==> config.mk <==
export PLATFORM = sky130hd
export DESIGN_NAME = pck_proc_int_mem_fsm
export DESIGN_NICKNAME = d
export VERILOG_FILES = /design/src/pck_buf_pkg.sv /design/src/pck_data_ram.sv /design/src/pck_len_fifo.sv /design/src/pck_proc_int_mem_fsm.sv /design/src/pck_read_ctrl.sv /design/src/pck_write_ctrl.sv
export SDC_FILE = /design/constraint.sdc
export NUM_CORES = 2
export LEC_CHECK = 0
export BUFFER_PORTS_ARGS = -buffer_cell sky130_fd_sc_hd__buf_4
export CAP_MARGIN = 5
export CORE_MARGIN = 1
export CORE_UTILIZATION = 46
export CTS_CLUSTER_SIZE = 14
export DETAILED_ROUTE_END_ITERATION = 8
export PLACE_DENSITY = 0.68
export REMOVE_ABC_BUFFERS = 1
export SLEW_MARGIN = 0
export SYNTH_ARGS = -nofsm -noshare
export SYNTH_HDL_FRONTEND = slang
export SYNTH_SLANG_ARGS = --single-unit
export TNS_END_PERCENT = 50
==> constraint.sdc <==
create_clock -name pck_proc_int_mem_fsm_clk -period 14.23 [get_ports pck_proc_int_mem_fsm_clk]
set_clock_uncertainty 0.1 [all_clocks]
set_input_delay 0 -clock pck_proc_int_mem_fsm_clk [delete_from_list [all_inputs] [get_ports pck_proc_int_mem_fsm_clk]]
set_output_delay 0 -clock pck_proc_int_mem_fsm_clk [all_outputs]
set_load 0.05 [all_outputs]
==> src/pck_buf_pkg.sv <==
package pck_buf_pkg;

  // ----------------------------------------------------------
  // Sizes
  // ----------------------------------------------------------

  // Packet word width
  localparam int DATA_W = 32;

  // Word memory of 64 entries
  localparam int ADDR_W = 6;
  localparam int DEPTH  = 64;

  // Length field in the low bits of the header word
  localparam int LEN_W = 12;

  // ----------------------------------------------------------
  // Vector types
  // ----------------------------------------------------------

  typedef logic [DATA_W-1:0] data_t;

  typedef logic [ADDR_W-1:0] addr_t;

  // One extra bit so a full memory reads as DEPTH
  typedef logic [ADDR_W:0] lvl_t;

  typedef logic [LEN_W-1:0] len_t;

  // ----------------------------------------------------------
  // State machines
  // ----------------------------------------------------------

  typedef enum logic [1:0] {
    WR_IDLE,
    WR_DATA,
    WR_DISCARD
  } wr_state_e;

  typedef enum logic {
    RD_IDLE,
    RD_STREAM
  } rd_state_e;

endpackage

==> src/pck_data_ram.sv <==
module pck_data_ram
  import pck_buf_pkg::*;
(
  input  logic  pck_proc_int_mem_fsm_clk,
  input  logic  pck_proc_int_mem_fsm_rstn,
  input  logic  wr_en_i,
  input  data_t wr_data_i,
  input  logic  commit_i,
  input  logic  rollback_i,
  input  logic  rd_en_i,
  output data_t rd_data_o,
  output logic  full_o,
  output logic  empty_o,
  output lvl_t  wr_lvl_o
);

  data_t mem [DEPTH];

  addr_t wr_ptr_q;
  addr_t cmt_ptr_q;
  addr_t rd_ptr_q;
  addr_t wr_addr;
  addr_t wr_ptr_d;
  lvl_t  spec_cnt_q;
  lvl_t  spec_cnt_d;
  lvl_t  lvl_q;
  lvl_t  lvl_d;

  // ----------------------------------------------------------
  // Pointer and level update
  // ----------------------------------------------------------

  // A rollback restarts writing at the committed position
  assign wr_addr  = rollback_i ? cmt_ptr_q : wr_ptr_q;
  assign wr_ptr_d = wr_addr + addr_t'(wr_en_i);

  always_comb
  begin
    spec_cnt_d = rollback_i ? lvl_t'(0) : spec_cnt_q;
    if (commit_i)
    begin
      spec_cnt_d = '0;
    end
    else
    begin
      spec_cnt_d = spec_cnt_d + lvl_t'(wr_en_i);
    end
  end

  // Uncommitted words leave the level on a rollback
  assign lvl_d = lvl_q - (rollback_i ? spec_cnt_q : lvl_t'(0))
               + lvl_t'(wr_en_i) - lvl_t'(rd_en_i);

  always_ff @(posedge pck_proc_int_mem_fsm_clk or negedge pck_proc_int_mem_fsm_rstn)
  begin
    if (!pck_proc_int_mem_fsm_rstn)
    begin
      wr_ptr_q   <= '0;
      cmt_ptr_q  <= '0;
      rd_ptr_q   <= '0;
      spec_cnt_q <= '0;
      lvl_q      <= '0;
      full_o     <= 1'b0;
      empty_o    <= 1'b1;
    end
    else
    begin
      wr_ptr_q   <= wr_ptr_d;
      spec_cnt_q <= spec_cnt_d;
      lvl_q      <= lvl_d;
      full_o     <= (lvl_d == lvl_t'(DEPTH));
      empty_o    <= (lvl_d == '0);
      if (commit_i)
      begin
        cmt_ptr_q <= wr_ptr_d;
      end
      if (rd_en_i)
      begin
        rd_ptr_q <= rd_ptr_q + addr_t'(1);
      end
    end
  end

  assign wr_lvl_o = lvl_q;

  // ----------------------------------------------------------
  // Storage
  // ----------------------------------------------------------

  always_ff @(posedge pck_proc_int_mem_fsm_clk)
  begin
    if (wr_en_i)
    begin
      mem[wr_addr] <= wr_data_i;
    end
  end

  assign rd_data_o = mem[rd_ptr_q];

  a_no_write_when_full : assert property (
    @(posedge pck_proc_int_mem_fsm_clk) disable iff (!pck_proc_int_mem_fsm_rstn)
    (wr_en_i && !rollback_i) |-> !full_o
  );

endmodule

==> src/pck_len_fifo.sv <==
module pck_len_fifo
  import pck_buf_pkg::*;
(
  input  logic pck_proc_int_mem_fsm_clk,
  input  logic pck_proc_int_mem_fsm_rstn,
  input  logic push_i,
  input  len_t push_len_i,
  input  logic pop_i,
  output logic len_valid_o,
  output len_t len_head_o
);

  len_t  len_mem [DEPTH];
  addr_t wr_ptr_q;
  addr_t rd_ptr_q;
  lvl_t  cnt_q;

  // One entry per committed packet, so never more than DEPTH
  always_ff @(posedge pck_proc_int_mem_fsm_clk or negedge pck_proc_int_mem_fsm_rstn)
  begin
    if (!pck_proc_int_mem_fsm_rstn)
    begin
      wr_ptr_q <= '0;
      rd_ptr_q <= '0;
      cnt_q    <= '0;
    end
    else
    begin
      if (push_i)
      begin
        wr_ptr_q <= wr_ptr_q + addr_t'(1);
      end
      if (pop_i)
      begin
        rd_ptr_q <= rd_ptr_q + addr_t'(1);
      end
      cnt_q <= cnt_q + lvl_t'(push_i) - lvl_t'(pop_i);
    end
  end

  always_ff @(posedge pck_proc_int_mem_fsm_clk)
  begin
    if (push_i)
    begin
      len_mem[wr_ptr_q] <= push_len_i;
    end
  end

  assign len_valid_o = (cnt_q != '0);
  assign len_head_o  = len_mem[rd_ptr_q];

  a_no_pop_when_empty : assert property (
    @(posedge pck_proc_int_mem_fsm_clk) disable iff (!pck_proc_int_mem_fsm_rstn)
    pop_i |-> len_valid_o
  );

endmodule

==> src/pck_proc_int_mem_fsm.sv <==
module pck_proc_int_mem_fsm
  import pck_buf_pkg::*;
(
  input  logic  pck_proc_int_mem_fsm_clk,
  input  logic  pck_proc_int_mem_fsm_rstn,
  input  logic  in_valid_i,
  input  data_t in_data_i,
  input  logic  in_sop_i,
  input  logic  in_eop_i,
  output logic  in_ready_o,
  output logic  out_valid_o,
  output data_t out_data_o,
  output logic  out_sop_o,
  output logic  out_eop_o,
  input  logic  out_ready_i,
  output logic  packet_drop_o,
  output logic  overflow_o,
  output logic  full_o,
  output logic  empty_o,
  output lvl_t  wr_lvl_o
);

  logic  wr_en;
  data_t wr_data;
  logic  commit;
  logic  rollback;
  logic  len_push;
  len_t  len_data;
  logic  len_valid;
  len_t  len_head;
  logic  len_pop;
  logic  rd_en;
  data_t rd_data;

  // ----------------------------------------------------------
  // Write side
  // ----------------------------------------------------------

  pck_write_ctrl pck_write_ctrl_inst (
    .pck_proc_int_mem_fsm_clk  (pck_proc_int_mem_fsm_clk),
    .pck_proc_int_mem_fsm_rstn (pck_proc_int_mem_fsm_rstn),
    .in_valid_i                (in_valid_i),
    .in_data_i                 (in_data_i),
    .in_sop_i                  (in_sop_i),
    .in_eop_i                  (in_eop_i),
    .in_ready_o                (in_ready_o),
    .full_i                    (full_o),
    .wr_en_o                   (wr_en),
    .wr_data_o                 (wr_data),
    .commit_o                  (commit),
    .rollback_o                (rollback),
    .len_push_o                (len_push),
    .len_data_o                (len_data),
    .packet_drop_o             (packet_drop_o),
    .overflow_o                (overflow_o)
  );

  pck_data_ram pck_data_ram_inst (
    .pck_proc_int_mem_fsm_clk  (pck_proc_int_mem_fsm_clk),
    .pck_proc_int_mem_fsm_rstn (pck_proc_int_mem_fsm_rstn),
    .wr_en_i                   (wr_en),
    .wr_data_i                 (wr_data),
    .commit_i                  (commit),
    .rollback_i                (rollback),
    .rd_en_i                   (rd_en),
    .rd_data_o                 (rd_data),
    .full_o                    (full_o),
    .empty_o                   (empty_o),
    .wr_lvl_o                  (wr_lvl_o)
  );

  pck_len_fifo pck_len_fifo_inst (
    .pck_proc_int_mem_fsm_clk  (pck_proc_int_mem_fsm_clk),
    .pck_proc_int_mem_fsm_rstn (pck_proc_int_mem_fsm_rstn),
    .push_i                    (len_push),
    .push_len_i                (len_data),
    .pop_i                     (len_pop),
    .len_valid_o               (len_valid),
    .len_head_o                (len_head)
  );

  // ----------------------------------------------------------
  // Read side
  // ----------------------------------------------------------

  pck_read_ctrl pck_read_ctrl_inst (
    .pck_proc_int_mem_fsm_clk  (pck_proc_int_mem_fsm_clk),
    .pck_proc_int_mem_fsm_rstn (pck_proc_int_mem_fsm_rstn),
    .len_valid_i               (len_valid),
    .len_head_i                (len_head),
    .len_pop_o                 (len_pop),
    .rd_en_o                   (rd_en),
    .rd_data_i                 (rd_data),
    .out_valid_o               (out_valid_o),
    .out_data_o                (out_data_o),
    .out_sop_o                 (out_sop_o),
    .out_eop_o                 (out_eop_o),
    .out_ready_i               (out_ready_i)
  );

endmodule

==> src/pck_read_ctrl.sv <==
module pck_read_ctrl
  import pck_buf_pkg::*;
(
  input  logic  pck_proc_int_mem_fsm_clk,
  input  logic  pck_proc_int_mem_fsm_rstn,
  input  logic  len_valid_i,
  input  len_t  len_head_i,
  output logic  len_pop_o,
  output logic  rd_en_o,
  input  data_t rd_data_i,
  output logic  out_valid_o,
  output data_t out_data_o,
  output logic  out_sop_o,
  output logic  out_eop_o,
  input  logic  out_ready_i
);

  rd_state_e state_q;
  len_t      remain_q;
  logic      xfer;
  logic      last_done;
  logic      start;
  logic      next_word;

  // Words still to load after the one in the output register
  assign xfer      = out_valid_o && out_ready_i;
  assign last_done = xfer && (remain_q == '0);
  assign next_word = xfer && (remain_q != '0);

  // Next packet may follow its predecessor back to back
  assign start = len_valid_i && ((state_q == RD_IDLE) || last_done);

  assign len_pop_o = start;
  assign rd_en_o   = start || next_word;

  // ----------------------------------------------------------
  // Read FSM and output register
  // ----------------------------------------------------------

  always_ff @(posedge pck_proc_int_mem_fsm_clk or negedge pck_proc_int_mem_fsm_rstn)
  begin
    if (!pck_proc_int_mem_fsm_rstn)
    begin
      state_q     <= RD_IDLE;
      remain_q    <= '0;
      out_valid_o <= 1'b0;
      out_sop_o   <= 1'b0;
      out_eop_o   <= 1'b0;
    end
    else if (start)
    begin
      state_q     <= RD_STREAM;
      remain_q    <= len_head_i - len_t'(1);
      out_valid_o <= 1'b1;
      out_sop_o   <= 1'b1;
      out_eop_o   <= (len_head_i == len_t'(1));
    end
    else if (next_word)
    begin
      remain_q  <= remain_q - len_t'(1);
      out_sop_o <= 1'b0;
      out_eop_o <= (remain_q == len_t'(1));
    end
    else if (last_done)
    begin
      state_q     <= RD_IDLE;
      out_valid_o <= 1'b0;
      out_sop_o   <= 1'b0;
      out_eop_o   <= 1'b0;
    end
  end

  always_ff @(posedge pck_proc_int_mem_fsm_clk)
  begin
    if (rd_en_o)
    begin
      out_data_o <= rd_data_i;
    end
  end

  a_hold_on_stall : assert property (
    @(posedge pck_proc_int_mem_fsm_clk) disable iff (!pck_proc_int_mem_fsm_rstn)
    (out_valid_o && !out_ready_i)
      |=> $stable({out_valid_o, out_data_o, out_sop_o, out_eop_o})
  );

endmodule

==> src/pck_write_ctrl.sv <==
module pck_write_ctrl
  import pck_buf_pkg::*;
(
  input  logic  pck_proc_int_mem_fsm_clk,
  input  logic  pck_proc_int_mem_fsm_rstn,
  input  logic  in_valid_i,
  input  data_t in_data_i,
  input  logic  in_sop_i,
  input  logic  in_eop_i,
  output logic  in_ready_o,
  input  logic  full_i,
  output logic  wr_en_o,
  output data_t wr_data_o,
  output logic  commit_o,
  output logic  rollback_o,
  output logic  len_push_o,
  output len_t  len_data_o,
  output logic  packet_drop_o,
  output logic  overflow_o
);

  wr_state_e state_q;
  wr_state_e state_d;
  len_t      hdr_len_q;
  len_t      hdr_len_d;
  len_t      word_cnt_q;
  len_t      word_cnt_d;
  logic      ready_en_q;
  logic      accept;
  logic      drop;
  len_t      sop_len;
  len_t      word_num;

  // Input stays closed until the first edge out of reset
  assign in_ready_o = ready_en_q && !(full_i && (state_q == WR_IDLE));
  assign accept     = in_valid_i && in_ready_o;

  assign sop_len  = in_data_i[LEN_W-1:0];
  assign word_num = word_cnt_q + len_t'(1);

  assign wr_data_o     = in_data_i;
  assign rollback_o    = drop;
  assign packet_drop_o = drop;
  assign len_push_o    = commit_o;
  assign len_data_o    = in_sop_i ? sop_len : hdr_len_q;

  // ----------------------------------------------------------
  // Length check and drop decision
  // ----------------------------------------------------------

  always_comb
  begin
    state_d    = state_q;
    hdr_len_d  = hdr_len_q;
    word_cnt_d = word_cnt_q;
    wr_en_o    = 1'b0;
    commit_o   = 1'b0;
    drop       = 1'b0;
    overflow_o = 1'b0;
    if (accept)
    begin
      if (in_sop_i)
      begin
        // Any open packet is lost
        drop       = (state_q == WR_DATA);
        hdr_len_d  = sop_len;
        word_cnt_d = len_t'(1);
        if ((sop_len == '0) || ((sop_len == len_t'(1)) != in_eop_i))
        begin
          drop    = 1'b1;
          state_d = in_eop_i ? WR_IDLE : WR_DISCARD;
        end
        else if (in_eop_i && (state_q == WR_DATA))
        begin
          // Single-word packet goes down with the open one
          state_d = WR_IDLE;
        end
        else if (in_eop_i)
        begin
          wr_en_o  = 1'b1;
          commit_o = 1'b1;
          state_d  = WR_IDLE;
        end
        else
        begin
          wr_en_o = 1'b1;
          state_d = WR_DATA;
        end
      end
      else if (state_q == WR_DATA)
      begin
        word_cnt_d = word_num;
        if (full_i || (in_eop_i != (word_num == hdr_len_q)))
        begin
          drop       = 1'b1;
          overflow_o = full_i;
          state_d    = in_eop_i ? WR_IDLE : WR_DISCARD;
        end
        else
        begin
          wr_en_o  = 1'b1;
          commit_o = in_eop_i;
          state_d  = in_eop_i ? WR_IDLE : WR_DATA;
        end
      end
      else if ((state_q == WR_DISCARD) && in_eop_i)
      begin
        state_d = WR_IDLE;
      end
    end
  end

  always_ff @(posedge pck_proc_int_mem_fsm_clk or negedge pck_proc_int_mem_fsm_rstn)
  begin
    if (!pck_proc_int_mem_fsm_rstn)
    begin
      state_q    <= WR_IDLE;
      hdr_len_q  <= '0;
      word_cnt_q <= '0;
      ready_en_q <= 1'b0;
    end
    else
    begin
      state_q    <= state_d;
      hdr_len_q  <= hdr_len_d;
      word_cnt_q <= word_cnt_d;
      ready_en_q <= 1'b1;
    end
  end

  a_commit_not_rollback : assert property (
    @(posedge pck_proc_int_mem_fsm_clk) disable iff (!pck_proc_int_mem_fsm_rstn)
    !(commit_o && rollback_o)
  );

endmodule
==> results.ini <==
[power_and_ir_drop]
swShare_pct = 28.2
worst_ir_drop_vdd_v = 0.000193
p_comb_share_pct = 24.9
leakage_nw = 40.8
clkPwrFrac_pct = 32.2
switchingPower_w = 0.00676
p_per_area_nw_per_um2 = 184
seq_power_share_pct = 42.9
intPower_w = 0.0172

[placement]
dp_hpwl_um = 154000
portBuffers = 84
place_area_um2 = 120000
dp_cells = 8326
place_congestion = 0.842

[synth]
async_reset_ff_share_pct = 3.23
synth-main-ff-cell = edfxtp_1
synth_edf_count = 2848
synth_area_um2 = 115000
yosysSeqAreaShare_pct = 76.6
ys_seq_elements = 2943
synth-adder-area-share_pct = 0.441
synth_xor_area_share_pct = 0.527
synth-compound-area-share_pct = 1.36
avgSynthCellArea_um2 = 22.8
synth.area.mux_share_pct = 17.6
synth_top_family_by_area = multiplexers
yosys_warnings = 0
yosys.area_share.simple_pct = 2.29
synth.distinct_cells = 77
syn-instance-count = 5033

[cts]
cts_resized = 0
cts_max_level = 5
cts_tree = yes
cts-root-buf = clkbuf_16
numCtsBuffers = 314
clock_sinks = 2943
postCtsHoldBufs = 55
clkLatencyLatePin_ns = 0.96
cts_buffer_depth = 4
clk_pin_slew_ns = 0.06
post_cts_buffers = 0

[worst_setup_path]
start_kind = flip-flop
worstPathArrival_ns = 7.38
critPathMaxFanout = 27
required_ns = 14.88
criticalPathCategory = reg -> reg
end_kind = flip-flop
ff2ff_path_depth = 17

[final_layout]
final_cells = 8915
utilization_pct = 52.9
design_area_um2 = 130000
nNetsFinal = 5462
fill_cells = 18600
drive_gt1_share_pct = 30.1
syn_to_final_growth_pct = 13.7

[floorplanning]
io_pins = 85
rows = 182
die-width_um = 501
coreArea_um2 = 247000
dieArea_um2 = 251000
die_h_um = 501
initial_utilization_pct = 46.5

[sta]
finalMaxSlewViolations = 0
fmax_ghz = 0.149
rsz0062_at_grt = false
slew_headroom_pct = 12.7
max_slew.worst_pin.slew_ns = 1.27
finalCriticalPeriod_ns = 6.73
setup_viol = 0
fin_crit_sh_pct = 47.3
hold_viol = 0

[detailed_routing]
firstDrtPassIters = 6
postRouteAntennaNets = 0
vias = 56100
vias_per_cell = 6.30
drc = 0
wl_per_cell_um = 32.7
drt_wl_total_um = 291000
drt_iter0_markers = 7791

[run_status]
status = complete, no violations

[global_route]
grt_overflow_total = 0
grt_max_degree = 137
grt_pass1_vias = 56000
antenna_found_initial = 23
grt_util_all_layers_pct = 23.2
grt_pass1_wl_um = 413000

[min_path]
hold_path_class = in -> reg
holdPathStages = 2

[run]
cap_violations = 0

## placed cells by master (no fill, tap or decap), types with 37 or more instances in the layout
cell type and instances:
a21oi_1 47, a22oi_1 69, and4_1 37, buf_4 260
clkbuf_1 56, clkbuf_16 319, clkinv_1 68, clkinv_2 48
dfrtp_1 84, dlygate4sd3_1 54, edfxtp_1 2848, inv_1 48
mux2i_1 64, mux4_2 847, nand2_1 77, nand3_1 46
nor2_1 50, nor3_2 64, xnor2_1 44
## critical path, cell delays in order (launching register included)
cell and delay (ns):
dfrtp_1 0.58, nand4_1 0.48, or2_2 0.46, o311ai_0 0.46, nor4b_2 0.48, a2111o_1 0.27
nand3_2 0.55, inv_1 0.60, and2_1 0.21, fa_1 0.16, inv_1 0.06, fa_1 0.52
ha_1 0.18, inv_1 0.07, fa_1 0.54, inv_1 0.05, or4_1 0.54, nor4b_1 0.30
## area by class of cell
type / instances / area, um2 / area share, %
antenna: 3 / 7.51 / 0.00575
clock buffer: 377 / 8220 / 6.30
clock inverter: 153 / 1340 / 1.02
inverter: 51 / 191 / 0.147
multi-input combinational: 1754 / 26000 / 19.9
sequential: 2943 / 87900 / 67.4
tap: 3312 / 4140 / 3.18
timing repair buffer: 322 / 2650 / 2.03
## power groups by stage
stage | logic [W] | registers, W | clock network, W
floorplan | 0.00546 | 0.0111 | 0
global placement | 0.00594 | 0.0104 | 0
detailed placement | 0.00599 | 0.0105 | 0
CTS | 0.00602 | 0.0103 | 0.00782
global route | 0.00631 | 0.0103 | 0.00813
finish | 0.00597 | 0.0103 | 0.00771
## synth_stat cells (13+ instances only)
cell type	number	area share [%]
nand3_1	46	0.20
a21oi_1	48	0.21
mux4_2	847	17
nor4_1	44	0.24
o21ai_0	31	0.14
mux2i_1	64	0.56
a31oi_1	14	0.076
buf_2	40	0.17
ha_1	34	0.37
inv_1	49	0.16
edfxtp_1	2848	75
nor3b_1	15	0.098
nor3_1	86	0.38
buf_1	69	0.23
nor2b_1	18	0.098
nor2_1	51	0.17
nand3b_1	13	0.085
nand2_1	77	0.25
and4_1	37	0.28
dfrtp_1	94	2.1
nand4_1	13	0.071
xnor2_1	44	0.34
a22oi_1	69	0.45
and2_1	15	0.082
xor2_1	25	0.19
mux2_2	34	0.33
clkbuf_1	161	0.53
## stage by stage
stage	setup slack (ns)	hold slack (ns)	total power, W	setup TNS (ns)
2_1_floorplan	-7.01	-0.396	0.0166	-259.47
3_3_place_gp	7.81	-0.149	0.0164	0
3_5_place_dp	7.56	-0.145	0.0165	0
4_1_cts	7.52	0.000109	0.0241	0
5_1_grt	7.01	0.0386	0.0248	0
6_report	7.50	0.0376	0.0240	0
## per-layer routing
layer	part of all wire, %	global-route usage, %	wire length (um)
met1	39	33.1	115000
met2	47	35.7	137000
met3	10	5.00	29300
met4	3.5	7.86	10200
met5	0.041	0	118
## registers in the layout, summed over array words and instances, names as in the netlist, 7 cells and up
| register | count |
|---|---|
| pck_len_fifo_inst.cnt_q | 7 |
| pck_read_ctrl_inst.out_data_o | 32 |
| pck_data_ram_inst.wr_lvl_o | 7 |
| pck_data_ram_inst.spec_cnt_q | 7 |
| pck_data_ram_inst.mem | 2048 |
| pck_write_ctrl_inst.word_cnt_q | 12 |
| pck_write_ctrl_inst.hdr_len_q | 12 |
| pck_read_ctrl_inst.remain_q | 12 |
| pck_len_fifo_inst.len_mem | 768 |
## cells by family after synthesis
kind of cell,after synthesis
buffers and inverters,336
xor gates and xnor gates,69
other,1
and+or+nand+nor,467
muxes,949
DFF,2943
AOI/OAI and AO/OA,230
adders and majority gates,38
## worst paths after layout
check / startpoint / endpoint / slack, ns
worst max-delay path: pck_write_ctrl_inst.word_cnt_q[4] / pck_data_ram_inst.full_o / 7.50
worst min-delay path: in_data_i[28] / pck_data_ram_inst.mem[1][28] / 0.04
worst max register to register: pck_write_ctrl_inst.word_cnt_q[4] / pck_data_ram_inst.full_o / 7.50
worst min register to register: pck_write_ctrl_inst.word_cnt_q[11] / pck_write_ctrl_inst.word_cnt_q[11] / 0.42
max in group asynchronous: pck_proc_int_mem_fsm_rstn / pck_data_ram_inst.rd_ptr_q[2] / 12.74
min in group asynchronous: pck_proc_int_mem_fsm_rstn / pck_len_fifo_inst.rd_ptr_q[3] / 0.16
No activity file was read; power rests on OpenSTA's default activity.
